<file path="config.mk">
export PLATFORM = sky130hd
export DESIGN_NAME = vga_timing
export DESIGN_NICKNAME = d
export VERILOG_FILES = /design/src/gfx_pkg.sv /design/src/vga_timing.sv
export SDC_FILE = /design/constraint.sdc
export NUM_CORES = 1
export LEC_CHECK = 0
export BUFFER_PORTS_ARGS = -buffer_cell sky130_fd_sc_hd__buf_2
export CORE_UTILIZATION = 49
export DETAILED_ROUTE_END_ITERATION = 10
export GPL_TIMING_DRIVEN = 0
export PLACE_DENSITY = 0.78
export SLEW_MARGIN = 25
export SYNTH_ARGS = -nofsm -noshare
export SYNTH_HDL_FRONTEND = slang
export SYNTH_SLANG_ARGS = --single-unit
</file>
<file path="constraint.sdc">
create_clock -name pixel_clk -period 2.3 [get_ports pixel_clk]
set_clock_uncertainty 0.15 [all_clocks]
set_input_delay 0.46 -clock pixel_clk [delete_from_list [all_inputs] [get_ports pixel_clk]]
set_output_delay 0.46 -clock pixel_clk [all_outputs]
set_load 0.02 [all_outputs]
</file>
<file path="src/gfx_pkg.sv">
// Shared types and widths for the graphics subsystem; referenced by scoped name from each block
`default_nettype none

package gfx_pkg;

  // ####################################################################
  // Field widths
  // ####################################################################

  localparam int COLOR_WIDTH = 4;
  localparam int COORD_WIDTH = 10;

  // Stored and displayed colour
  typedef struct packed {
    logic [COLOR_WIDTH-1:0] red;
    logic [COLOR_WIDTH-1:0] grn;
    logic [COLOR_WIDTH-1:0] blu;
  } pixel_t;

  typedef enum logic [1:0] {
    op_clear = 2'd0,
    op_fill  = 2'd1,
    op_frame = 2'd2
  } gfx_op_e;

  // One host drawing command, corners inclusive
  typedef struct packed {
    gfx_op_e                op;
    logic [COORD_WIDTH-1:0] x0;
    logic [COORD_WIDTH-1:0] y0;
    logic [COORD_WIDTH-1:0] x1;
    logic [COORD_WIDTH-1:0] y1;
    pixel_t                 color;
  } draw_cmd_t;

  // Timing generator output, syncs active low
  typedef struct packed {
    logic                   hsync;
    logic                   vsync;
    logic                   active;
    logic [COORD_WIDTH-1:0] x;
    logic [COORD_WIDTH-1:0] y;
  } vga_pos_t;

  typedef struct packed {
    logic   hsync;
    logic   vsync;
    logic   de;
    pixel_t rgb;
  } vga_out_t;

endpackage

`default_nettype wire

</file>
<file path="src/vga_timing.sv">
// Raster timing generator; produces registered syncs, active flag and pixel position for the mode
`timescale 1ns/1ns
`default_nettype none

module vga_timing #(
    parameter int H_ACTIVE = 640,
    parameter int H_FRONT  = 16,
    parameter int H_SYNC   = 96,
    parameter int H_BACK   = 48,
    parameter int V_ACTIVE = 480,
    parameter int V_FRONT  = 10,
    parameter int V_SYNC   = 2,
    parameter int V_BACK   = 33
) (
    input  logic              pixel_clk,
    input  logic              rst_n,
    output gfx_pkg::vga_pos_t pos
);
  localparam int CW = gfx_pkg::COORD_WIDTH;

  // Horizontal landmarks
  localparam logic [CW-1:0] H_VIS_END    = CW'(H_ACTIVE);
  localparam logic [CW-1:0] H_SYNC_START = CW'(H_ACTIVE + H_FRONT);
  localparam logic [CW-1:0] H_SYNC_END   = CW'(H_ACTIVE + H_FRONT + H_SYNC);
  localparam logic [CW-1:0] H_LAST       = CW'(H_ACTIVE + H_FRONT + H_SYNC + H_BACK - 1);

  // Vertical landmarks
  localparam logic [CW-1:0] V_VIS_END    = CW'(V_ACTIVE);
  localparam logic [CW-1:0] V_SYNC_START = CW'(V_ACTIVE + V_FRONT);
  localparam logic [CW-1:0] V_SYNC_END   = CW'(V_ACTIVE + V_FRONT + V_SYNC);
  localparam logic [CW-1:0] V_LAST       = CW'(V_ACTIVE + V_FRONT + V_SYNC + V_BACK - 1);

  logic [CW-1:0] h_cnt;
  logic [CW-1:0] v_cnt;
  logic          h_last;
  logic          v_last;

  assign h_last = (h_cnt == H_LAST);
  assign v_last = (v_cnt == V_LAST);

  // ####################################################################
  // Counters
  // ####################################################################

  always_ff @(posedge pixel_clk) begin
    if (!rst_n) begin
      h_cnt <= '0;
      v_cnt <= '0;
    end else if (h_last) begin
      h_cnt <= '0;
      if (v_last) begin
        v_cnt <= '0;
      end else begin
        v_cnt <= v_cnt + 1'b1;
      end
    end else begin
      h_cnt <= h_cnt + 1'b1;
    end
  end

  // Decoded outputs, one register stage after the counters
  always_ff @(posedge pixel_clk) begin
    if (!rst_n) begin
      pos.hsync  <= 1'b1;
      pos.vsync  <= 1'b1;
      pos.active <= 1'b0;
      pos.x      <= '0;
      pos.y      <= '0;
    end else begin
      pos.hsync  <= !((h_cnt >= H_SYNC_START) && (h_cnt < H_SYNC_END));
      pos.vsync  <= !((v_cnt >= V_SYNC_START) && (v_cnt < V_SYNC_END));
      pos.active <= (h_cnt < H_VIS_END) && (v_cnt < V_VIS_END);
      pos.x      <= h_cnt;
      pos.y      <= v_cnt;
    end
  end

endmodule

`default_nettype wire

</file>
==> metrics.txt <==
# TYPE chip_impl_metric gauge
chip_impl_metric{name="synth_largest_type_area_fraction",unit="%"} 52.4
chip_impl_metric{name="irDropWorstVdd",unit="mV"} 0.386
chip_impl_info{name="rsz0062_at_grt",value="false"} 1
chip_impl_info{name="dominantRegCellSynth",value="sky130_fd_sc_hd__dfxtp_1"} 1
chip_impl_metric{name="starting_utilization_of_the_core_area",unit="%"} 52.6
chip_impl_metric{name="clock-sinks",unit=""} 43
chip_impl_metric{name="synth_simple_gate_area_share",unit="%"} 28.3
chip_impl_metric{name="finish.cell_count_without_fillers",unit=""} 242
chip_impl_metric{name="post_synth_instance_area",unit="um^2"} 1640
chip_impl_info{name="synth_top_family_by_area",value="simple AND/OR/NAND/NOR gates"} 1
chip_impl_info{name="crit_path_end_kind",value="flop"} 1
chip_impl_metric{name="max_freq",unit="MHz"} 451
chip_impl_info{name="commonest_non_fill_non_tap_cell_in_the_layout",value="sky130_fd_sc_hd__dfxtp_1"} 1
chip_impl_metric{name="grt_first_pass_wirelength",unit="um"} 4770
chip_impl_metric{name="clock_latency",unit="ns"} 0.34
chip_impl_info{name="ys_top_cells_by_area",value="sky130_fd_sc_hd__dfxtp_1, sky130_fd_sc_hd__and2_1, sky130_fd_sc_hd__xnor2_1"} 1
chip_impl_metric{name="timing_max_transition_violations_final",unit=""} 0
chip_impl_metric{name="die_w",unit="um"} 59.9
chip_impl_metric{name="synth_cell_type_count",unit=""} 33
chip_impl_metric{name="hold_path_depth",unit=""} 1
chip_impl_metric{name="cts-root-to-sink-buffers",unit=""} 2
chip_impl_metric{name="number_of_clock_buffers_inserted_by_tritoncts",unit=""} 5
chip_impl_metric{name="ios",unit=""} 25
chip_impl_metric{name="routed_wl",unit="um"} 2960
chip_impl_metric{name="fp.dieH",unit="um"} 59.9
chip_impl_metric{name="dp_slack",unit="ns"} -0.234
chip_impl_metric{name="core_area",unit="um^2"} 3130
chip_impl_metric{name="detailedRoute.firstPassIterationCount",unit=""} 6
chip_impl_metric{name="flow.area_growth_from_synthesis",unit="%"} 16.8
chip_impl_metric{name="via_count_of_the_first_global_routing_pass",unit=""} 1141
chip_impl_info{name="hold_path.class",value="reg -> reg"} 1
chip_impl_metric{name="fin_nets",unit=""} 204
chip_impl_metric{name="worstMarginPinSlew",unit="ns"} 0.628
chip_impl_metric{name="post_synth_mux_area_share",unit="%"} 0.609
chip_impl_info{name="cpMaxStageDelayCell",value="sky130_fd_sc_hd__or4_4"} 1
chip_impl_metric{name="worst_slew_margin",unit="%"} 57.7
chip_impl_metric{name="cts_max_level",unit=""} 2
chip_impl_metric{name="critPathArrivalTime",unit="ns"} 2.35
chip_impl_metric{name="ant_diodes",unit=""} 0
chip_impl_metric{name="ys_async_sr_fraction",unit="%"} 0
chip_impl_metric{name="drive_above_1_share",unit="%"} 23.2
chip_impl_info{name="tritoncts_clock_tree",value="built"} 1
chip_impl_metric{name="drc_errors",unit=""} 0
chip_impl_metric{name="synth_cells",unit=""} 165
chip_impl_metric{name="port_buffers",unit=""} 23
chip_impl_metric{name="cap_viol_max_count",unit=""} 0
chip_impl_metric{name="drc_violation_total_after_the_first_tritonroute_iteration",unit=""} 23
chip_impl_metric{name="postSynthRegisterBits",unit=""} 43
chip_impl_metric{name="final-setup-viol-count",unit=""} 0
chip_impl_metric{name="cts.reportedPaths.clkPinSlew",unit="ns"} 0.12
chip_impl_info{name="critPathKind",value="reg -> reg"} 1
chip_impl_metric{name="number_of_enable_flip_flop_cells_after_synthesis",unit=""} 0
chip_impl_metric{name="postSynthAreaPerCell",unit="um^2"} 9.96
chip_impl_metric{name="placedCellCount",unit=""} 232
chip_impl_metric{name="ctsHoldBuffers",unit=""} 0
chip_impl_metric{name="drt-vias-per-instance",unit=""} 5.07
chip_impl_metric{name="power_per_cell_area",unit="nW/um^2"} 655
chip_impl_metric{name="cellLeakagePower",unit="nW"} 0.808
chip_impl_metric{name="maximum_number_of_pins_on_one_net_before_global_route_repair",unit=""} 15
chip_impl_metric{name="placementRows",unit=""} 20
chip_impl_info{name="synth_top_cell_by_area",value="sky130_fd_sc_hd__dfxtp_1"} 1
chip_impl_metric{name="final-hold-violation-count",unit=""} 0
chip_impl_metric{name="fp.dieArea",unit="um^2"} 3590
chip_impl_metric{name="period_share",unit="%"} 96.4
chip_impl_metric{name="gpl.final_weighted_congestion",unit=""} 0.810
chip_impl_info{name="start_kind",value="flop"} 1
chip_impl_metric{name="xor_xnor_cell_area_share_of_the_yosys_netlist",unit="%"} 6.93
chip_impl_info{name="run_status",value="finished clean"} 1
chip_impl_metric{name="critical_path.max_fanout",unit=""} 7
chip_impl_metric{name="synth_fa_ha_area_share",unit="%"} 3.81
chip_impl_metric{name="global_route.overflow_total",unit=""} 0
chip_impl_metric{name="antenna_violating_nets_post_route",unit=""} 0
chip_impl_metric{name="finalSetupTns",unit="ns"} 0
chip_impl_metric{name="track_usage",unit="%"} 18.1
chip_impl_metric{name="period_minus_slack",unit="ns"} 2.22
chip_impl_metric{name="required",unit="ns"} 2.43
chip_impl_metric{name="grt_antenna_before_repair",unit=""} 0
chip_impl_info{name="crit_chain",value="ha_2 -> nand3_2 -> or4_4 -> or4_4 -> a21oi_2"} 1
chip_impl_info{name="timing.critical_path.mode_cell",value="sky130_fd_sc_hd__or4_4"} 1
chip_impl_metric{name="dp_hpwl",unit="um"} 2160
chip_impl_info{name="clockRootBuffer",value="sky130_fd_sc_hd__clkbuf_4"} 1
chip_impl_metric{name="crit_path_largest_cell_delay",unit="ns"} 0.58
chip_impl_metric{name="avgRoutedWirePerCell",unit="um"} 12.2
chip_impl_metric{name="mappedNetlistNets",unit=""} 172
chip_impl_metric{name="yosys_warnings",unit=""} 0
chip_impl_metric{name="sequential_share_of_the_synthesized_area",unit="%"} 52.4
chip_impl_metric{name="ff2ff_path_depth",unit=""} 5
chip_impl_metric{name="synth-compound-area-share",unit="%"} 5.40
chip_impl_info{name="layout.cells.most_common_list",value="sky130_fd_sc_hd__dfxtp_1, sky130_fd_sc_hd__buf_2, sky130_fd_sc_hd__and2_1"} 1
chip_impl_metric{name="totalPowerFinal",unit="W"} 0.00126
chip_impl_metric{name="postLayoutCoreUtil",unit="%"} 61.4
chip_impl_metric{name="vias",unit=""} 1226
chip_impl_metric{name="final_critical_path_setup_slack",unit="ns"} 0.0826
critical path, delay by kind of cell, from the launching register on:
kind / cells / cell delay (ns)
AO/OA/AOI/OAI: 1 / 0.14
flip-flops: 1 / 0.39
AND/OR/NAND/NOR: 3 / 1.26
adder cells (fa/ha/maj): 1 / 0.22
cells in the mapped netlist, types with 3 or more instances:
cell                       number
sky130_fd_sc_hd__and2_1        21
sky130_fd_sc_hd__ha_1           5
sky130_fd_sc_hd__clkbuf_1       4
sky130_fd_sc_hd__nor3_1         3
sky130_fd_sc_hd__nand3_1        7
sky130_fd_sc_hd__nand2_1        6
sky130_fd_sc_hd__o21ai_0        4
sky130_fd_sc_hd__nand4_1        4
sky130_fd_sc_hd__nor2_1        16
sky130_fd_sc_hd__and3_1         4
sky130_fd_sc_hd__xnor2_1       10
sky130_fd_sc_hd__nor4_1         3
sky130_fd_sc_hd__inv_1          6
sky130_fd_sc_hd__xor2_1         3
sky130_fd_sc_hd__or3_1          5
sky130_fd_sc_hd__dfxtp_1       43
path summary, 6_finish.rpt:
check | startpoint | end | slack, ns
worst max register to register | h_cnt[0] | v_cnt[9] | 0.08
worst min register to register | h_cnt[0] | h_cnt[0] | 0.32
worst max-delay path | h_cnt[0] | v_cnt[9] | 0.08
worst min-delay path | h_cnt[0] | h_cnt[0] | 0.32
sequential cells by signal, summed over array words and instances (netlist names):
register  count
h_cnt        10
pos          23
v_cnt        10
through the flow:
step	area, um^2	hold WS [ns]
after floorplan	1640	0.298
after global placement	1810	0.322
after detailed placement	1810	0.332
after CTS	1920	0.364
after global routing	1920	0.342
final	1920	0.323
where the power goes:
part	internal (W)	total, W	switching (W)	leakage, nW
clock network	0.000229	0.000461	0.000232	0.0452
logic	0.0000139	0.0000372	0.0000234	0.415
registers	0.000753	0.000761	0.00000729	0.348
repair_timing:
item / CTS / global route
pin swaps: 1 / 0
setup endpoints to repair: 9 / 1
gates resized for setup: 1 / 3
setup buffers: 2 / 0
cells by family (layout without fill, tap and decap cells):
| logic type | Yosys count | after routing |
|---|---|---|
| XOR/XNOR | 13 | 13 |
| adder cells (fa/ha/maj) | 5 | 5 |
| AND/OR/NAND/NOR | 81 | 81 |
| buffers and inverters | 11 | 44 |
| AO/OA/AOI/OAI | 11 | 11 |
| flip-flops | 43 | 43 |
| multiplexers | 1 | 1 |
layer usage:
layer / up-vias / track usage [%] / part of all wire [%]
met1: 573 / 21.0 / 45
li1: 620 / - / -
met2: 26 / 30.5 / 50
met5: - / 0 / 0
met4: 0 / 9.63 / 1.9
met3: 7 / 4.76 / 3.4
area by class of cell:
type / instances / area, um^2
fillers: 268 / 1210
inverters: 6 / 22.5
repair buffers: 25 / 130
well taps: 44 / 55.1
plain buffers: 5 / 20.0
multi-input cells: 111 / 748
flip-flops and latches: 43 / 863
clock inverters: 3 / 43.8
clock buffers: 5 / 37.5
Power figures use the tool's default switching activity.
