`src/gfx_pkg.sv`:
```
// Shared types and widths for the graphics subsystem; referenced by scoped name from each block
`default_nettype none

package gfx_pkg;

  // ####################################################################
  // Field widths
  // ####################################################################

  localparam int COLOR_WIDTH = 4;
  localparam int COORD_WIDTH = 10;

  // Stored and displayed colour
  typedef struct packed {
    logic [COLOR_WIDTH-1:0] red;
    logic [COLOR_WIDTH-1:0] grn;
    logic [COLOR_WIDTH-1:0] blu;
  } pixel_t;

  typedef enum logic [1:0] {
    op_clear = 2'd0,
    op_fill  = 2'd1,
    op_frame = 2'd2
  } gfx_op_e;

  // One host drawing command, corners inclusive
  typedef struct packed {
    gfx_op_e                op;
    logic [COORD_WIDTH-1:0] x0;
    logic [COORD_WIDTH-1:0] y0;
    logic [COORD_WIDTH-1:0] x1;
    logic [COORD_WIDTH-1:0] y1;
    pixel_t                 color;
  } draw_cmd_t;

  // Timing generator output, syncs active low
  typedef struct packed {
    logic                   hsync;
    logic                   vsync;
    logic                   active;
    logic [COORD_WIDTH-1:0] x;
    logic [COORD_WIDTH-1:0] y;
  } vga_pos_t;

  typedef struct packed {
    logic   hsync;
    logic   vsync;
    logic   de;
    pixel_t rgb;
  } vga_out_t;

endpackage

`default_nettype wire

```
`src/scanout.sv`:
```
// Video scanout; reads the framebuffer in raster order and aligns syncs and enable with the data
`timescale 1ns/1ns
`default_nettype none

module scanout #(
    parameter  int H_ACTIVE   = 640,
    parameter  int V_ACTIVE   = 480,
    localparam int ADDR_WIDTH = $clog2(H_ACTIVE * V_ACTIVE)
) (
    input  logic                  pixel_clk,
    input  logic                  rst_n,

    input  gfx_pkg::vga_pos_t     pos,

    output logic                  rd_en,
    output logic [ADDR_WIDTH-1:0] rd_addr,
    input  gfx_pkg::pixel_t       rd_data,

    output gfx_pkg::vga_out_t     video
);
  localparam int CW = gfx_pkg::COORD_WIDTH;

  localparam logic [CW-1:0] V_VIS_END = CW'(V_ACTIVE);

  logic [ADDR_WIDTH-1:0] addr_cnt;

  logic hsync_q;
  logic vsync_q;
  logic de_q;

  // ####################################################################
  // Read address
  // ####################################################################

  assign rd_en   = pos.active;
  assign rd_addr = addr_cnt;

  // Restarts during vertical blanking
  always_ff @(posedge pixel_clk) begin
    if (!rst_n) begin
      addr_cnt <= '0;
    end else if (pos.y >= V_VIS_END) begin
      addr_cnt <= '0;
    end else if (pos.active) begin
      addr_cnt <= addr_cnt + 1'b1;
    end
  end

  // ####################################################################
  // Output alignment
  // ####################################################################

  always_ff @(posedge pixel_clk) begin
    if (!rst_n) begin
      hsync_q <= 1'b1;
      vsync_q <= 1'b1;
      de_q    <= 1'b0;
    end else begin
      hsync_q <= pos.hsync;
      vsync_q <= pos.vsync;
      de_q    <= pos.active;
    end
  end

  // Black outside the visible area
  always_comb begin
    video.hsync = hsync_q;
    video.vsync = vsync_q;
    video.de    = de_q;
    video.rgb   = de_q ? rd_data : '0;
  end

endmodule

`default_nettype wire

```
`config.mk`:
```
export PLATFORM = sky130hd
export DESIGN_NAME = scanout
export DESIGN_NICKNAME = d
export VERILOG_FILES = /design/src/gfx_pkg.sv /design/src/scanout.sv
export SDC_FILE = /design/constraint.sdc
export NUM_CORES = 1
export LEC_CHECK = 0
export BUFFER_PORTS_ARGS = -buffer_cell sky130_fd_sc_hd__buf_4
export CAP_MARGIN = 20
export CORE_ASPECT_RATIO = 1.75
export CORE_MARGIN = 2
export CORE_UTILIZATION = 41
export DETAILED_ROUTE_END_ITERATION = 8
export GPL_TIMING_DRIVEN = 0
export HOLD_SLACK_MARGIN = 0.1
export PLACE_DENSITY_LB_ADDON = 0.1
export SLEW_MARGIN = 30
export SYNTH_ARGS = -nofsm -noshare
export SYNTH_HDL_FRONTEND = slang
export SYNTH_SLANG_ARGS = --single-unit
export TNS_END_PERCENT = 20
```
`constraint.sdc`:
```
create_clock -name pixel_clk -period 1.99 [get_ports pixel_clk]
set_input_delay 0 -clock pixel_clk [delete_from_list [all_inputs] [get_ports pixel_clk]]
set_output_delay 0 -clock pixel_clk [all_outputs]
set_load 0.01 [all_outputs]
```
==> impl_results.md, run 1 <==
* Final setup TNS at 0 ps
* Logic gate share of total power at 0.132
* Final Critical Period at 1840 ps
* Crit path max-delay family: simple AND/OR/NAND/NOR gates
* Vias at approximately 1100
* Cell taking the most area after synthesis: dfxtp_1
* Longest Clk Path Bufs at 2
* Routed wire length at 2930 um
* Worst Path Max Fanout at 7
* Hold Violations, Final at 0
* Area grow syn2layout at 53.1%
* Library cells used by synthesis at 30
* ANT cells at 0
* Leakage at 0.000711 uW
* Pre-CTS setup slack at ~1.2 ps
* Crit-path slowest cell: or4_4
* Yosys top cell area share at 0.415
* R2R Setup Slk at 150 ps
* RR Endpoint: rd_addr[18]
* Ys Warns at 0
* Initial antenna violation count at 0
* First-pass GRT wire length at 4990 um
* 1st-iter DRT viols at 9
* Syn Nets at 161
* Hold WS at 101 ps
* Vias in the first global route at between 1000 and 1500
* Status: completed
* Sequential power share at 0.544
* CP endpoint: rd_addr[18]
* Non-Filler Instances at 215
* Sw Ratio at 0.212
* Setup ws final at 149 ps
* Max VDD drop at 0.000381 V
* CTS clk-pin slew, worst paths at approximately 70 ps
* Fin nets at around 230
* CTS tree: done
* FP Rows at 24
* EDFF count, synth at 0
* Post-Syn Instances at 123
* Slowest stage delay, CP at about 600 ps
* Worst Hold Class: input pin to flop
* DR WL/cell at 13.6 um
* Ys async rst share at 0
* Root buf cell: clkbuf_8
* Critical path origin: rd_addr[4]
* Congestion Overflow GR at 0
* Synth area leaders: dfxtp_1, and2_1, xor2_1, nor2_1, nand4_1
* Worst path buffer plus inverter count at 0
* Max Clock Freq at 543 MHz
* Post-route DRC at 0
* H-tree level count at 1
* Sink Count at 22
* Final worst-path cycle share at 0.925
* Pin count of the biggest net entering global routing at 12
* Worst setup EP type: flop
* Final Max Tran Viols at 0
* Int Pwr at 648 uW
* Dpl cells at 204
* Critical Path Source Type: flop
* GRT Overall Usage at 0.211
* Worst-path cell chain: nand4_2 > or4_4 > or3_1 > a21oi_1
* FILL cells at between 200 and 250
* Crit Path Class: flop to flop
* Skew final at roughly 2.6 ps
* Clock Latency Late Sink at 260 ps
* DP Wirelength at 2310 um
* DRT antenna net count at 0
* Post-synth top cells: dfxtp_1, and2_1, nor2_1
* Full die area at 3030 um2
* Final setup viols at 0
* Syn_area_per_cell at around 8.6 um2
* Reg2reg path depth at 4
* Die Span Y at 71.3 um
* Prevailing post-synth register cell: dfxtp_1
* Core area at 2460 um2
* Clk pwr share at 0.324
* Drt first pass iters at 4
* Seq cells post-synth at 22
* RSZ-0062 raised after global routing: false
* Share of cells above drive strength 1 at 0.370
* Slew HR at 0.492
* Cell area after synthesis at 1060 um2
* Initial Utilization at 0.431
* Sw power at 175 uW
* Pwr Density at approximately 510 nW/um2
* Count leader, synth: dfxtp_1
* Maxcap violations at 0
* Worst-margin pin slew at 756 ps
* Io pins at 72
* Port bufs at 55
* Via/cell ratio at 5.12
* Worst Path Arrival at 2030 ps
* Register area share after synthesis at 0.415
* R2R Path Start: rd_addr[4]
* Overall die width at 42.5 um
* Cts bufs inserted at 3
* Stages on worst setup path at 4
* Crit path required time at between 2000 and 2500 ps
* Gpl congestion at 0.704
-- stage by stage --
stage / utilization / total power, uW / cell area [um2]
floorplan: - / 497 / 1060
global placement: 0.612 / 554 / 1510
detailed placement: 0.612 / 556 / 1510
CTS: 0.661 / 833 / 1630
global route: 0.661 / 854 / 1630
finish: 0.661 / 823 / 1630
-- cell families after synthesis --
group           count (synthesis)  share of synthesized area
compound gates                 11                     0.0554
mux                             2                     0.0188
flops                          22                      0.415
buf+inv                        11                     0.0542
simple gates                   65                      0.355
fa+ha+maj                       1                     0.0118
xor+xnor                       11                     0.0907
-- placed cells by master (no fill, tap or decap), types with 3 or more instances in the layout --
cell type and instances:
buf_4 60, dfxtp_1 22, a21oi_1 5, xor2_1 7, or3_1 4, clkbuf_8 3, nand4_1 6, o21ai_0 5
inv_1 3, dlygate4sd3_1 7, xnor2_1 4, nand3_1 7, nand2_1 6, nand2b_1 3, nor2_1 12, clkbuf_1 3
and2_1 14
-- sequential cells by signal, indices dropped and copies added, names as in the netlist --
name     cells
hsync_q      1
rd_addr     19
vsync_q      1
de_q         1
-- how the worst min path moves through the flow --
| stage | from | to | slack [ps] | depth (start not counted) |
|---|---|---|---|---|
| 6_report | pos[20] | rd_addr[0] | 100 | 3 |
| 5_1_grt | pos[20] | rd_addr[0] | 150 | 3 |
| 4_1_cts | pos[20] | rd_addr[0] | 100 | 3 |
| 3_5_place_dp | pos[21] | vsync_q | 190 | 2 |
| 3_3_place_gp | pos[20] | rd_en | 180 | 2 |
| 2_1_floorplan | rst_n | hsync_q | 70 | 1 |
-- final cells by class --
cell class	instances	area (um2)	share of cell area
multi-input combinational	90	564	0.347
timing repair buffer	63	490	0.302
sequential	22	440	0.271
buffer	8	46.3	0.0285
clock buffer	3	41.3	0.0254
tap	26	32.5	0.0200
inverter	3	11.3	0.00692
-- power by group through the flow --
stage	combinational (uW)	sequential, uW	clock (uW)
5_1_grt	118	449	288
2_1_floorplan	38.5	458	0
6_report	108	448	267
4_1_cts	109	448	276
3_3_place_gp	95.8	458	0
3_5_place_dp	98.1	458	0
-- worst reg2reg max path, delay by kind of cell, from the launching register on --
kind	cells	cell delay (ps)
compound gates	1	140
simple gates	3	1170
flops	1	470
-- routing by layer --
metal  vias to the layer above  routed length, um  track usage
li1                        553                  -            -
met1                       509               1020        0.205
met3                         2                163       0.0302
met5                         -                  0            0
met2                        37               1720        0.432
met4                         0                 23       0.0660
-- what timing repair did --
item	CTS	global route
endpoints found under the hold margin	5	0
setup endpoints to repair	1	0
hold buffers	7	0
buffers inserted	1	0
resized for setup	0	0
No activity file was read; power rests on OpenSTA's default activity.
==> run 2: changes to the inputs <==
- BUFFER_PORTS_ARGS: -buffer_cell sky130_fd_sc_hd__buf_4 -> unset
- CORE_UTILIZATION: 41 -> 45
- DONT_BUFFER_PORTS: unset -> 1
- RECOVER_POWER: unset -> 100
==> run 2 against run 1 <==
  * Critical path depth stayed put
  * Wire length is 24% lower
  * Clock power is 17% higher
  * Sequential share of layout area is 9.9 points higher
  * Die area is 8.2% lower
  * Cell count is 27% lower
  * Clock-buffer cell count is 1 higher
  * Setup slack worse by 44 ps
  * Register-to-register slack worse by 40 ps
  * Critical path type unchanged
==> impl_results.md, run 2 (synthesis results as in run 1) <==
* Maxcap violations at 0
* Leakage at 0.000397 uW
* Sink Count at 22
* Core area at 2270 um2
* Worst-margin pin slew at roughly 440 ps
* Port bufs at 0
* Vias at 913
* Worst Path Arrival at 2080 ps
* H-tree level count at 1
* Worst-path cell chain: nand4_2 > or4_4 > or3_1 > a21oi_1
* Utilization after layout at 0.525
* Slew HR at 0.702
* Worst Hold Class: input pin to flop
* Number of flip-flops in the largest register at 19
* Crit-path slowest cell: or4_4
* Design Power at 810 uW
* Commonest cells after routing, fill and taps aside: dfxtp_1, and2_0, nor2_1
* Routed wire length at 2230 um
* Crit path required time at 2190 ps
* Crit path max-delay family: simple AND/OR/NAND/NOR gates
* Initial antenna violation count at 0
* 1st-iter DRT viols at 12
* FILL cells at about 230
* Final setup TNS at 0 ps
* Hold Violations, Final at 0
* Max Clock Freq at 530 MHz
* Max VDD drop at 0.000480 V
* RSZ-0062 raised after global routing: false
* Longest Clk Path Bufs at 2
* Area of the multi-input gates at 571 um2
* Worst path buffer plus inverter count at 0
* CTS tree: done
* Via/cell ratio at 5.78
* Vias in the first global route at 858
* Fin nets at 172
* Post-route DRC at 0
* Drt first pass iters at 4
* Die Span Y at 68.3 um
* Pre-CTS setup slack at -62.5 ps
* ANT cells at 0
* Final Critical Period at roughly 1900 ps
* Clock Latency Late Sink at 260 ps
* Slowest stage delay, CP at ~600 ps
* Congestion Overflow GR at 0
* GRT Overall Usage at 0.181
* Worst Path Max Fanout at 6
* Initial Utilization at 0.467
* DP Wirelength at 1680 um
* First-pass GRT wire length at 3460 um
* Most common cell after layout, fill and taps aside: dfxtp_1
* Worst setup EP type: flop
* Area grow syn2layout at 12.4%
* Pwr Density at between 600 and 700 nW/um2
* FP Rows at 23
* Final worst-path cycle share at 0.948
* Gpl congestion at 0.702
* Full die area at between 2000 and 3000 um2
* Skew final at 3.52 ps
* Critical Path Source Type: flop
* Crit Path Class: flop to flop
* Status: completed
* DRT antenna net count at 0
* Io pins at between 70 and 80
* Final setup viols at 0
* Cts bufs inserted at 3
* Share of cells above drive strength 1 at 0.0902
* Register area at 442 um2
* CTS clk-pin slew, worst paths at 70 ps
* Setup ws final at 104 ps
* Pin count of the biggest net entering global routing at 13
* Final Max Tran Viols at 0
* Root buf cell: clkbuf_8
* DR WL/cell at 14.1 um
* Overall die width at 40.7 um
-- run 2: layout make-up --
type,count,area share
multi-input combinational,90,0.478
sequential,22,0.370
clock buffer,4,0.0461
timing repair buffer,6,0.0451
tap,25,0.0262
buffer,8,0.0252
inverter,3,0.00943
-- run 2: worst min-delay path: stages --
cell and delay (ps):
and4_1 170, nor3b_1 80, nand4_1 80, nand2_1 40
-- run 2: metrics by stage --
| stage | hold slack (ps) | std cells | cell area [um2] |
|---|---|---|---|
| after floorplan | 73.0 | 123 | 1060 |
| after global placement | 75.6 | 148 | 1090 |
| after detailed placement | 77.6 | 148 | 1090 |
| after CTS | 153 | 158 | 1210 |
| after global routing | 186 | 158 | 1190 |
| final | 158 | 158 | 1190 |
-- run 2: timing repair --
item / in CTS / in global routing
cloned: 0 / 0
setup endpoints to repair: 3 / 1
hold buffers: 5 / 0
endpoints found under the hold margin: 6 / 0
resized for setup: 1 / 1
setup buffers: 1 / 0
-- run 2: where the power goes --
part | leakage [uW] | total (uW) | switching, uW | internal (uW)
clock | 0.0000288 | 313 | 137 | 176
combinational | 0.000189 | 48.1 | 28.0 | 20.1
sequential | 0.000179 | 449 | 4.28 | 445
-- run 2: path summary, 6_finish.rpt --
path / start / to / slack (ps) / cells past startpoint
max: rd_addr[5] / rd_addr[18] / 100 / 4
min reg2reg: rd_addr[18] / rd_addr[18] / 540 / 2
max reg2reg: rd_addr[5] / rd_addr[18] / 100 / 4
min: pos[8] / rd_addr[17] / 160 / 4
-- run 2: per-layer routing --
metal	vias up	part of all wire	track usage
met1	433	0.35	0.160
met2	36	0.55	0.329
met4	0	0.027	0.113
li1	439	-	-
met3	5	0.073	0.0487
met5	-	0	0
==> run 3: changes to the inputs <==
- REMOVE_ABC_BUFFERS: unset -> 1
==> run 3 against run 2 <==
  * Hold slack better by 0.80 ps
  * Via count is 6.8% lower
  * Utilization decreased by 2.1 points
  * Total power is 5.9% lower
  * Clock skew up 1.2 ps
==> impl_results.md, run 3 (synthesis results as in run 1) <==
* Status: completed
* Critical Path Source Type: flop
* Core area at 2270 um2
* Worst-margin pin slew at about 700 ps
* Pin count of the biggest net entering global routing at 19
* Logic gate share of total power at 0.051
* Worst setup EP type: flop
* CTS clk-pin slew, worst paths at 80 ps
* Worst-path cell chain: nand4_2 > or4_4 > or3_1 > a21oi_1
* Worst Path Max Fanout at 7
* Overall die width at ~40 um
* Crit path required time at ~2200 ps
* Final Critical Period at 1900 ps
* Int Pwr at 597 uW
* Area grow syn2layout at 7.77%
* Maxcap violations at 0
* Share of cells above drive strength 1 at 0.0887
* Final Max Tran Viols at 0
* Vias at 851
* DRT antenna net count at 0
* Drt first pass iters at 4
* Sw Ratio at 0.218
* RSZ-0062 raised after global routing: false
* FP Rows at 23
* Max Clock Freq at ~530 MHz
* Longest Clk Path Bufs at 2
* Crit Path Class: flop to flop
* Most common cell after layout, fill and taps aside: dfxtp_1
* 1st-iter DRT viols at 16
* Initial antenna violation count at 0
* Routed wire length at 2240 um
* Sequential power share at 0.593
* Port bufs at 0
* First-pass GRT wire length at 3430 um
* Utilization after layout at 0.504
* Congestion Overflow GR at 0
* Slowest stage delay, CP at ~600 ps
* Number of flip-flops in the largest register at 19
* Clock Latency Late Sink at 260 ps
* DR WL/cell at 15.0 um
* GRT Overall Usage at 0.181
* H-tree level count at 1
* Hold WS at between 150 and 200 ps
* Crit-path slowest cell: or4_4
* CTS tree: done
* Worst Hold Class: input pin to flop
* Design Power at roughly 760 uW
* Slew HR at 0.514
* Gpl congestion at 0.756
* Io pins at 72
* Skew final at 4.71 ps
* Post-route DRC at 0
* Fin nets at 164
* Leakage at 0.000380 uW
* Hold Violations, Final at 0
* Die Span Y at between 60 and 70 um
* Max VDD drop at 0.000296 V
* Root buf cell: clkbuf_8
* Commonest cells after routing, fill and taps aside: dfxtp_1, and2_0, nor2_1
* Cts bufs inserted at 3
* Sink Count at 22
* Initial Utilization at 0.467
* Full die area at ~2800 um2
* ANT cells at 0
* Final worst-path cycle share at 0.952
* Pwr Density at between 600 and 700 nW/um2
* DP Wirelength at 1660 um
* Final setup viols at 0
* Vias in the first global route at 787
* Worst Path Arrival at 2080 ps
* Sw power at 166 uW
* Clk pwr share at 0.356
* Via/cell ratio at 5.71
## run 3: what timing repair did
item                                   in CTS  in global routing
gates resized for setup                     0                  2
endpoints found under the hold margin      10                  0
hold buffers                                5                  0
setup endpoints to repair                   3                  1
pin swaps                                   1                  0
setup buffers                               1                  0
## run 3: stage by stage
stage          cell area, um2  setup TNS [ps]  worst slack, ps  instances
6_report                 1140               0             94.5        149
5_1_grt                  1140               0           0.0715        149
4_1_cts                  1150               0             90.4        149
3_5_place_dp             1050           -97.1            -60.6        140
3_3_place_gp             1050           -40.5            -37.1        140
2_1_floorplan            1020               0              158        115
## run 3: path summary, 6_finish.rpt
| path | start | endpoint | slack [ps] | cells after the start |
|---|---|---|---|---|
| setup / recovery | rd_addr[4] | rd_addr[18] | 90 | 4 |
| hold reg to reg | rd_addr[18] | rd_addr[18] | 530 | 2 |
| setup reg to reg | rd_addr[4] | rd_addr[18] | 90 | 4 |
| hold / removal | pos[8] | rd_addr[15] | 160 | 4 |
## run 3: routing by layer
metal  vias up  part of all wire  wire length [um]  global-route usage
met3         5             0.071               160              0.0519
li1        421                 -                 -                   -
met4         0             0.021                46              0.0875
met1       387              0.37               822               0.151
met5         -                 0                 0                   0
met2        38              0.54              1210               0.347
## run 3: power by group through the flow
| stage | clock network [uW] | logic [uW] | registers (uW) |
|---|---|---|---|
| final | 272 | 39.2 | 452 |
| after global placement | 0 | 29.4 | 462 |
| after detailed placement | 0 | 30.1 | 462 |
| after CTS | 282 | 41.2 | 452 |
| after floorplan | 0 | 25.1 | 461 |
| after global routing | 296 | 43.5 | 453 |
## run 3: critical path, delay by kind of cell (launching register included)
family          cells  cell delay, ps
simple gates        3            1180
flops               1             510
compound gates      1             140
## run 3: area by class of cell
class	instances	area, um2
Multi-Input combinational cell	90	564
Fill cell	237	1130
Inverter	3	11.3
Timing Repair Buffer	6	53.8
Tap cell	25	31.3
Clock buffer	3	41.3
Sequential cell	22	443
