File: config.mk
export PLATFORM = sky130hd
export DESIGN_NAME = shape_raster
export DESIGN_NICKNAME = d
export VERILOG_FILES = /design/src/gfx_pkg.sv /design/src/shape_raster.sv
export SDC_FILE = /design/constraint.sdc
export NUM_CORES = 1
export LEC_CHECK = 0
export BUFFER_PORTS_ARGS = -buffer_cell sky130_fd_sc_hd__buf_4
export CORE_MARGIN = 1.5
export CORE_UTILIZATION = 25
export CTS_BUF_LIST = sky130_fd_sc_hd__clkbuf_8
export CTS_CLUSTER_SIZE = 8
export DETAILED_ROUTE_END_ITERATION = 10
export PLACE_DENSITY_LB_ADDON = 0.15
export REMOVE_ABC_BUFFERS = 1
export SETUP_SLACK_MARGIN = 0.4
export SLEW_MARGIN = 20
export SYNTH_ARGS = -nofsm -noshare
export SYNTH_HDL_FRONTEND = slang
export SYNTH_SLANG_ARGS = --single-unit
File: constraint.sdc
create_clock -name pixel_clk -period 8.8 [get_ports pixel_clk]
set_clock_uncertainty 0.15 [all_clocks]
set_input_delay 0 -clock pixel_clk [delete_from_list [all_inputs] [get_ports pixel_clk]]
set_output_delay 0 -clock pixel_clk [all_outputs]
set_load 0.03 [all_outputs]
File: src/gfx_pkg.sv
// Shared types and widths for the graphics subsystem; referenced by scoped name from each block
`default_nettype none

package gfx_pkg;

  // ####################################################################
  // Field widths
  // ####################################################################

  localparam int COLOR_WIDTH = 4;
  localparam int COORD_WIDTH = 10;

  // Stored and displayed colour
  typedef struct packed {
    logic [COLOR_WIDTH-1:0] red;
    logic [COLOR_WIDTH-1:0] grn;
    logic [COLOR_WIDTH-1:0] blu;
  } pixel_t;

  typedef enum logic [1:0] {
    op_clear = 2'd0,
    op_fill  = 2'd1,
    op_frame = 2'd2
  } gfx_op_e;

  // One host drawing command, corners inclusive
  typedef struct packed {
    gfx_op_e                op;
    logic [COORD_WIDTH-1:0] x0;
    logic [COORD_WIDTH-1:0] y0;
    logic [COORD_WIDTH-1:0] x1;
    logic [COORD_WIDTH-1:0] y1;
    pixel_t                 color;
  } draw_cmd_t;

  // Timing generator output, syncs active low
  typedef struct packed {
    logic                   hsync;
    logic                   vsync;
    logic                   active;
    logic [COORD_WIDTH-1:0] x;
    logic [COORD_WIDTH-1:0] y;
  } vga_pos_t;

  typedef struct packed {
    logic   hsync;
    logic   vsync;
    logic   de;
    pixel_t rgb;
  } vga_out_t;

endpackage

`default_nettype wire

File: src/shape_raster.sv
// Command rasterizer; accepts req/ack drawing commands and issues clipped framebuffer writes
`timescale 1ns/1ns
`default_nettype none

module shape_raster #(
    parameter  int H_ACTIVE   = 640,
    parameter  int V_ACTIVE   = 480,
    localparam int ADDR_WIDTH = $clog2(H_ACTIVE * V_ACTIVE)
) (
    input  logic                   pixel_clk,
    input  logic                   rst_n,

    input  logic                   cmd_req,
    input  gfx_pkg::draw_cmd_t     cmd,
    output logic                   cmd_ack,

    output logic                   wr_req,
    output logic [ADDR_WIDTH-1:0]  wr_addr,
    output gfx_pkg::pixel_t        wr_data,
    input  logic                   wr_grant
);
  localparam int CW = gfx_pkg::COORD_WIDTH;

  localparam logic [CW-1:0]         X_MAX    = CW'(H_ACTIVE - 1);
  localparam logic [CW-1:0]         Y_MAX    = CW'(V_ACTIVE - 1);
  localparam logic [ADDR_WIDTH-1:0] ROW_STEP = ADDR_WIDTH'(H_ACTIVE);

  typedef enum logic [1:0] {
    st_idle,
    st_setup,
    st_draw,
    st_ack
  } state_e;

  state_e state;

  gfx_pkg::draw_cmd_t cmd_q;

  // Clipped bounds
  logic [CW-1:0] cx0;
  logic [CW-1:0] cx1;
  logic [CW-1:0] cy0;
  logic [CW-1:0] cy1;

  logic [CW-1:0]         x_cnt;
  logic [CW-1:0]         y_cnt;
  logic [ADDR_WIDTH-1:0] row_base;

  logic empty;
  logic row_end;
  logic last_row;
  logic edge_row;

  // ####################################################################
  // Clipping
  // ####################################################################

  always_comb begin
    if (cmd_q.op == gfx_pkg::op_clear) begin
      cx0 = '0;
      cy0 = '0;
      cx1 = X_MAX;
      cy1 = Y_MAX;
    end else begin
      cx0 = cmd_q.x0;
      cy0 = cmd_q.y0;
      cx1 = (cmd_q.x1 > X_MAX) ? X_MAX : cmd_q.x1;
      cy1 = (cmd_q.y1 > Y_MAX) ? Y_MAX : cmd_q.y1;
    end
  end

  // Also catches a rectangle starting fully off screen
  assign empty    = (cx0 > cx1) || (cy0 > cy1);
  assign row_end  = (x_cnt == cx1);
  assign last_row = (y_cnt == cy1);
  assign edge_row = (y_cnt == cy0) || last_row;

  assign cmd_ack = (state == st_ack);
  assign wr_req  = (state == st_draw);
  assign wr_addr = row_base + ADDR_WIDTH'(x_cnt);
  assign wr_data = cmd_q.color;

  always_ff @(posedge pixel_clk) begin
    if (state == st_idle && cmd_req) begin
      cmd_q <= cmd;
    end
  end

  // ####################################################################
  // Command FSM
  // ####################################################################

  always_ff @(posedge pixel_clk) begin
    if (!rst_n) begin
      state    <= st_idle;
      x_cnt    <= '0;
      y_cnt    <= '0;
      row_base <= '0;
    end else begin
      case (state)
        st_idle: begin
          if (cmd_req) begin
            y_cnt    <= '0;
            row_base <= '0;
            state    <= st_setup;
          end
        end

        // Step the row base down to the first row, one add per cycle
        st_setup: begin
          if (empty) begin
            state <= st_ack;
          end else if (y_cnt != cy0) begin
            y_cnt    <= y_cnt + 1'b1;
            row_base <= row_base + ROW_STEP;
          end else begin
            x_cnt <= cx0;
            state <= st_draw;
          end
        end

        st_draw: begin
          if (wr_grant) begin
            if (row_end) begin
              if (last_row) begin
                state <= st_ack;
              end else begin
                x_cnt    <= cx0;
                y_cnt    <= y_cnt + 1'b1;
                row_base <= row_base + ROW_STEP;
              end
            end else if (cmd_q.op == gfx_pkg::op_frame && !edge_row) begin
              // Outline interior rows jump to the right edge
              x_cnt <= cx1;
            end else begin
              x_cnt <= x_cnt + 1'b1;
            end
          end
        end

        st_ack: begin
          if (!cmd_req) begin
            state <= st_idle;
          end
        end

        default: state <= st_idle;
      endcase
    end
  end

endmodule

`default_nettype wire

==> flow_metrics.env, run 1 <==
export IMPL_status="finished, final reports clean"
export IMPL_final_cells=1032
export IMPL_ys_ff_latch=88
export IMPL_syn_cell_area_mm2=0.00583
export IMPL_overflow=0
export IMPL_pre_cts_ws_ps=4040
export IMPL_path_clk_slew_ps=100
export IMPL_drc_errors=0
export IMPL_tns_ps=0
export IMPL_placed_cells=960
export IMPL_cts_root_buf="clkbuf_8"
export IMPL_gp_congestion=0.906
export IMPL_hp_class="primary input to flop"
export IMPL_critPathKind="flop to flop"
export IMPL_syn_avg_cell_area_um2=9.43
export IMPL_cts_buffers=9
export IMPL_drv_cap=0
export IMPL_crit_slowest_cell="edfxtp_1"
export IMPL_setup_slack_ps=3750
export IMPL_required_ps=8920
export IMPL_cts_tree="yes"
export IMPL_grt_pass1_wl_mm=26.8
export IMPL_fin_crit_ps=5050
export IMPL_wire_per_inst_um=16.4
export IMPL_dp_hpwl_mm=12.2
export IMPL_die_h_um=156
export IMPL_endpoint_kind="flop"
export IMPL_rsz0062_at_grt="no"
export IMPL_path_max_fanout=23
export IMPL_die_area_mm2=0.0242
export IMPL_finalHoldViolations=0
export IMPL_slew_headroom_pct=30.6
export IMPL_synth_edf_count=54
export IMPL_startpoint_type="flop"
export IMPL_crit_arrival_ps=5170
export IMPL_worstMarginPinSlew_ps=1030
export IMPL_viasPerCell=4.97
export IMPL_initial_core_util_pct=25.6
export IMPL_grt_pass1_vias=4906
export IMPL_core_mm2=0.0228
export IMPL_synth_warnings=0
export IMPL_path_cells="or2_1 -> nand2_1 -> nor2_1 -> ha_1 -> a21o_1 -> a21o_1 -> a2111oi_2 -> nor3_1 -> or2_1 -> or3_1 -> o221a_1 -> dlygate4sd3_1"
export IMPL_synth_ff_type="edfxtp_1"
export IMPL_fmax_mhz=198
export IMPL_num_vias=5126
export IMPL_io_pins=91
export IMPL_leakagePower_uw=0.00280
export IMPL_stdcell_area_mm2=0.00737
export IMPL_numPortBuffers=90
export IMPL_power_density_mw_per_mm2=240
export IMPL_antenna_cells=0
export IMPL_syn_inst=618
export IMPL_cpPeakStageDelay_ps=670
export IMPL_antenna_found_initial=0
export IMPL_finalCritPeriodShare_pct=57.4
export IMPL_die_w_um=156
export IMPL_rrSetupSlack_ps=3750
export IMPL_post_dp_cell_area_mm2=0.00659
export IMPL_setup_viol=0
export IMPL_drtIter0Drc=317
export IMPL_fin_util_pct=32.4
export IMPL_ys_async_sr_fraction_pct=0
export IMPL_nNetsFinal=803
export IMPL_cts_sinks=88
export IMPL_irDropWorstVdd_v=0.000115
export IMPL_slew_viol_final=0
export IMPL_cts_resized_gates=0
export IMPL_grt_usage_pct=14.2
export IMPL_finalWirelength_mm=16.9
export IMPL_clockBufferDepth=2
export IMPL_drtPass1Iterations=4
export IMPL_htree_levels=3
export IMPL_drive_gt1_share_pct=17.7
export IMPL_yosysSeqAreaShare_pct=39.5
export IMPL_worstSkewPairLatency_ps=380
export IMPL_areaGrowthSynthToFinish_pct=26.4
export IMPL_grt_max_degree=55
export IMPL_ant_nets=0
export IMPL_num_rows=55
export IMPL_ys_types=74
## stage by stage
step	hold WS, ps	total power, µW
2_1_floorplan	-51.1	1160
3_3_place_gp	27.8	1420
3_5_place_dp	29.2	1430
4_1_cts	117	1790
5_1_grt	166	1900
6_report	102	1770
## what timing repair did
item                      4_1_cts  5_1_grt
hold buffers                   57        0
buffers inserted                0        0
hold endpoints to repair       64        0
## power by group
group	internal (µW)	switching, µW	total, µW
Sequential	532	111	643
Combinational	292	507	799
Clock	161	168	329
## worst paths after layout
check | cells after the start | startpoint | end
worst max-delay path | 12 | cmd_q[52] | state[0]
worst min-delay path | 4 | wr_grant | state[1]
worst max register to register | 12 | cmd_q[52] | state[0]
worst min register to register | 2 | row_base[17] | row_base[17]
## area by class of cell
type | count | area [µm²]
Tap cell | 313 | 392
Timing Repair Buffer | 150 | 1270
Sequential cell | 88 | 2300
Multi-Input combinational cell | 447 | 3120
Clock buffer | 9 | 124
Fill cell | 2375 | 15400
Clock inverter | 6 | 92.6
Inverter | 19 | 71.3
## per-layer routing
metal / global-route usage (%) / wire length [µm] / vias to the layer above
met2: 21.4 / 7410 / 154
li1: - / - / 2490
met4: 3.63 / 177 / 0
met1: 20.8 / 8510 / 2470
met5: 0 / 0 / -
met3: 2.33 / 841 / 12
## cell families after synthesis
group	share of synthesized area, %
simple gates	22.8
compound gates	17.9
flops	39.5
buf+inv	7.12
fa+ha+maj	6.44
xor+xnor	4.51
mux	1.72
other cells	0.0643
## sequential cells by signal, indices dropped and copies added (netlist names)
register  count
cmd_q        42
row_base     12
state         2
wr_data      12
x_cnt        10
y_cnt        10
## placed cells by master (no fill, tap or decap), drive strengths merged, types with 10 or more instances in the layout
cell	count
xnor2	10
xor2	20
o21ai	10
o31ai	16
ha	30
nor2	56
nand3	27
nor3	17
a311oi	10
and2	18
buf	93
inv	20
edfxtp	54
dlygate4sd3	57
nand2b	10
nand4	15
mux2i	10
a21oi	25
dfxtp	34
nand2	45
nor4	15
## cells in the mapped netlist (all sizes together), types with 16 or more instances
master / number / area [µm²]
a21oi: 25 / 129
and2: 18 / 113
buf: 33 / 228
clkbuf: 31 / 116
dfxtp: 34 / 681
edfxtp: 54 / 1620
ha: 30 / 375
inv: 18 / 67.6
nand2: 45 / 169
nand3: 27 / 140
nor2: 56 / 210
nor3: 17 / 90.1
o31ai: 16 / 120
xor2: 20 / 175
## worst max-delay path: cells and delay by family (launching register included)
| kind | cells | cell delay [ps] |
|---|---|---|
| adders and majority gates | 1 | 270 |
| buffers and inverters | 1 | 550 |
| and+or+nand+nor | 6 | 2260 |
| DFF | 1 | 670 |
| AOI/OAI and AO/OA | 4 | 1050 |
No activity file was read; power rests on OpenSTA's default activity.
==> run 2, diff against run 1 <==
clock period = 4.11 ns   (was 8.8 ns; I/O delays follow)
==> flow_metrics.env, run 2 (synthesis gave the netlist of run 1 again) <==
export IMPL_clockBufferDepth=2
export IMPL_ant_nets=0
export IMPL_power_density_mw_per_mm2=511
export IMPL_finalCritPeriodShare_pct=85.9
export IMPL_rr_endpoint="y_cnt[1]"
export IMPL_fmax_mhz=283
export IMPL_crit_arrival_ps=3690
export IMPL_tns_ps=0
export IMPL_core_mm2=0.0228
export IMPL_path_clk_slew_ps=110
export IMPL_min_to="x_cnt[6]"
export IMPL_drv_cap=0
export IMPL_fin_util_pct=33.0
export IMPL_rsz0062_at_grt="yes"
export IMPL_viasPerCell=4.93
export IMPL_nNetsFinal=819
export IMPL_endpoint_kind="flop"
export IMPL_leakagePower_uw=0.00287
export IMPL_cts_tree="yes"
export IMPL_fillCellCount=2353
export IMPL_worstMarginPinSlew_ps=993
export IMPL_cts_buffers=9
export IMPL_final_cell_mix="110 x buf_4, 56 x nor2_1, 56 x dlygate4sd3_1"
export IMPL_num_vias=5170
export IMPL_fin_crit_ps=3530
export IMPL_critPathKind="flop to flop"
export IMPL_grt_usage_pct=14.4
export IMPL_multi_input_area_mm2=0.00317
export IMPL_num_rows=55
export IMPL_path_max_fanout=16
export IMPL_post_dp_cell_area_mm2=0.00670
export IMPL_rrSetupSlack_ps=580
export IMPL_setup_viol=0
export IMPL_irDropWorstVdd_v=0.000280
export IMPL_finalWirelength_mm=17.2
export IMPL_drc_errors=0
export IMPL_slew_viol_final=0
export IMPL_required_ps=4270
export IMPL_numPortBuffers=90
export IMPL_die_h_um=156
export IMPL_placed_cells=975
export IMPL_io_pins=91
export IMPL_largest_register_ffs=42
export IMPL_cts_sinks=88
export IMPL_slew_headroom_pct=33.0
export IMPL_htree_levels=3
export IMPL_worstSkewPairLatency_ps=390
export IMPL_min_path_cells=6
export IMPL_finalHoldViolations=0
export IMPL_drive_gt1_share_pct=20.9
export IMPL_setup_slack_ps=579
export IMPL_dp_hpwl_mm=12.3
export IMPL_antenna_cells=0
export IMPL_ff_latch_area_mm2=0.00230
export IMPL_die_w_um=156
export IMPL_pre_cts_ws_ps=274
export IMPL_wire_per_inst_um=16.4
export IMPL_final_cells=1049
export IMPL_grt_pass1_vias=5134
export IMPL_gp_congestion=0.858
export IMPL_min_from="wr_grant"
export IMPL_grt_max_degree=40
export IMPL_areaGrowthSynthToFinish_pct=28.8
export IMPL_antenna_found_initial=0
export IMPL_hp_class="primary input to flop"
export IMPL_drtIter0Drc=328
export IMPL_stdcell_area_mm2=0.00751
export IMPL_status="finished, final reports clean"
export IMPL_regMostFlops="cmd_q"
export IMPL_initial_core_util_pct=25.6
export IMPL_final_common_cell="buf_4"
export IMPL_r2r_start="cmd_q[53]"
export IMPL_overflow=0
export IMPL_startpoint_type="flop"
export IMPL_die_area_mm2=0.0242
export IMPL_cts_root_buf="clkbuf_8"
export IMPL_grt_pass1_wl_mm=27.4
export IMPL_drtPass1Iterations=5
export IMPL_reg2reg_depth=10
==> run 2: cell types whose count changed in the layout (fill, tap and decap cells not counted), sizes merged <==
| cell | change |
|---|---|
| clkinv | +1 |
| inv | +3 |
| dlygate4sd3 | -1 |
| bufinv | -2 |
| clkinvlp | -1 |
| buf | +17 |
==> run 2: layer usage <==
layer / global-route usage, % / share of wire, %
met5: 0 / 0
met4: 3.81 / 1.1
met3: 2.86 / 4.7
met2: 22.9 / 46
met1: 19.8 / 49
==> run 2: area by class of cell <==
class                   instances  area share, %
multi-input cells             447           42.2
clock buffers                   9           1.65
inverters                      19          0.950
flip-flops and latches         88           30.7
clock inverters                 7          0.900
well taps                     313           5.22
repair buffers                166           18.5
==> run 2: worst max-delay path: stages (launching register included) <==
cell and delay [ps]:
edfxtp_1 400, or2_2 450, and2_1 250, ha_1 320
a21o_1 190, a21o_1 200, a2111oi_4 410, nor3_2 110
or2_4 300, or4_1 520, a21oi_1 160
==> run 2: worst max path at each step <==
stage / start / end / slack [ps] / cells past startpoint
6_report: cmd_q[53] / y_cnt[1] / 580 / 10
5_1_grt: cmd_q[53] / x_cnt[1] / 350 / 12
3_5_place_dp: cmd_q[53] / row_base[8] / 270 / 11
3_3_place_gp: cmd_q[52] / x_cnt[1] / 360 / 11
2_1_floorplan: cmd_q[52] / x_cnt[0] / -330 / 6
4_1_cts: cmd_q[53] / row_base[8] / 420 / 11
==> run 2: per-stage QoR <==
step	total power, µW	hold slack [ps]
2_1_floorplan	2480	-51.1
3_3_place_gp	3120	28.1
6_report	3840	154
4_1_cts	3850	131
3_5_place_dp	3140	29.3
5_1_grt	4100	148
==> run 2: repair_timing <==
item | 4_1_cts | 5_1_grt
resized for setup | 3 | 7
hold buffers | 56 | 0
pin swaps | 1 | 0
hold endpoints to repair | 71 | 0
setup endpoints to repair | 31 | 31
setup buffers | 2 | 0
==> run 2: report_power, final <==
part | switching, µW | total (µW) | internal, µW
Sequential | 227 | 1370 | 1140
Clock | 379 | 617 | 238
Combinational | 1150 | 1860 | 702
==> run 3, diff against run 2 <==
CORE_ASPECT_RATIO = 0.5   (was default)
SETUP_SLACK_MARGIN = 0.1   (was 0.4)
==> flow_metrics.env, run 3 (synthesis gave the netlist of run 1 again) <==
export IMPL_cts_sinks=88
export IMPL_htree_levels=3
export IMPL_placed_cells=970
export IMPL_finalWirelength_mm=17.7
export IMPL_io_pins=91
export IMPL_crit_arrival_ps=3750
export IMPL_largest_register_ffs=42
export IMPL_grt_pass1_wl_mm=27.9
export IMPL_viasPerCell=4.95
export IMPL_overflow=0
export IMPL_slew_headroom_pct=40.1
export IMPL_pre_cts_ws_ps=456
export IMPL_grt_max_degree=33
export IMPL_fin_crit_ps=3660
export IMPL_areaGrowthSynthToFinish_pct=28.1
export IMPL_antenna_found_initial=0
export IMPL_gp_congestion=0.807
export IMPL_cts_setup_buffers=0
export IMPL_startpoint_type="flop"
export IMPL_worstMarginPinSlew_ps=899
export IMPL_dp_hpwl_mm=12.4
export IMPL_drive_gt1_share_pct=19.3
export IMPL_cts_root_buf="clkbuf_8"
export IMPL_num_rows=39
export IMPL_cts_buffers=9
export IMPL_power_density_mw_per_mm2=517
export IMPL_fmax_mhz=273
export IMPL_drv_cap=0
export IMPL_wire_per_inst_um=17.0
export IMPL_drtIter0Drc=284
export IMPL_worstSkewPairLatency_ps=400
export IMPL_final_common_cell="buf_4"
export IMPL_die_area_mm2=0.0243
export IMPL_die_h_um=111
export IMPL_path_max_fanout=10
export IMPL_drtPass1Iterations=5
export IMPL_holdWs_ps=63.4
export IMPL_nNetsFinal=818
export IMPL_grt_usage_pct=14.8
export IMPL_num_vias=5159
export IMPL_die_w_um=219
export IMPL_setup_slack_ps=450
export IMPL_finalCritPeriodShare_pct=89.0
export IMPL_grt_pass1_vias=5054
export IMPL_cts_tree="yes"
export IMPL_numPortBuffers=90
export IMPL_drc_errors=0
export IMPL_irDropWorstVdd_v=0.000267
export IMPL_rsz0062_at_grt="no"
export IMPL_endpoint_kind="flop"
export IMPL_final_cells=1042
export IMPL_leakagePower_uw=0.00287
export IMPL_initial_core_util_pct=25.5
export IMPL_fillCellCount=2407
export IMPL_final_cell_mix="109 x buf_4, 56 x nor2_1, 56 x dlygate4sd3_1"
export IMPL_core_mm2=0.0228
export IMPL_clockBufferDepth=2
export IMPL_hp_class="primary input to flop"
export IMPL_critPathKind="flop to flop"
export IMPL_regMostFlops="cmd_q"
export IMPL_ant_nets=0
export IMPL_status="finished, final reports clean"
export IMPL_slew_viol_final=0
export IMPL_finalHoldViolations=0
export IMPL_path_clk_slew_ps=100
export IMPL_required_ps=4200
export IMPL_antenna_cells=0
export IMPL_setup_viol=0
## run 3: changes by cell type in the layout (fill, tap and decap cells not counted), moves of 2 or more
cell / previous run / this run
a211oi_1: 0 / 3
inv_6: 2 / 0
a211oi_2: 3 / 0
or2_1: 1 / 3
inv_8: 3 / 0
bufinv_16: 0 / 2
## run 3: layout make-up
class,instances,area [µm²],area share [%]
Clock buffer,9,124,1.66
Clock inverter,7,88.8,1.19
Inverter,19,71.3,0.955
Multi-Input combinational cell,447,3120,41.8
Sequential cell,88,2300,30.8
Tap cell,307,384,5.14
Timing Repair Buffer,165,1380,18.5
## run 3: path summary, 6_finish.rpt
kind,start,end,slack [ps],cells after the start
worst max-delay path,cmd_q[30],x_cnt[0],450,11
worst max register to register,cmd_q[30],x_cnt[0],450,11
worst min-delay path,wr_grant,state[1],60,4
worst min register to register,row_base[17],row_base[17],370,2
## run 3: critical path, stage by stage (launching register included)
cell	delay [ps]
edfxtp_1	450
o21ai_2	310
nand2_1	230
nor2_1	180
ha_1	270
a21o_1	180
a21o_1	180
a2111oi_2	460
nor3_1	150
nor4b_2	310
and2_1	480
a311oi_1	160
## run 3: layer usage
metal | vias up | wire, µm | track usage (%)
met5 | - | 0 | 0
met4 | 0 | 184 | 3.47
met3 | 15 | 564 | 3.29
met2 | 87 | 8130 | 23.9
met1 | 2520 | 8790 | 20.0
li1 | 2537 | - | -
## run 3: metrics by stage
| stage | power [µW] | area (µm²) | setup TNS (ps) | utilization, % |
|---|---|---|---|---|
| floorplan | 2480 | 5490 | -2980 | - |
| global placement | 3160 | 6700 | 0 | 29.3 |
| detailed placement | 3160 | 6700 | 0 | 29.3 |
| CTS | 3910 | 7470 | 0 | 32.7 |
| global route | 4130 | 7470 | 0 | 32.7 |
| finish | 3860 | 7470 | 0 | 32.7 |
## run 3: power breakdown
part / switching, µW / leakage, µW / internal, µW
combinational: 1150 / 0.00198 / 676
clock: 342 / 0.000108 / 338
sequential: 216 / 0.000790 / 1140
## run 3: timing repair
action / in CTS / in global routing
hold endpoints to repair: 71 / 0
hold buffers: 56 / 0
gates resized for setup: 0 / 0
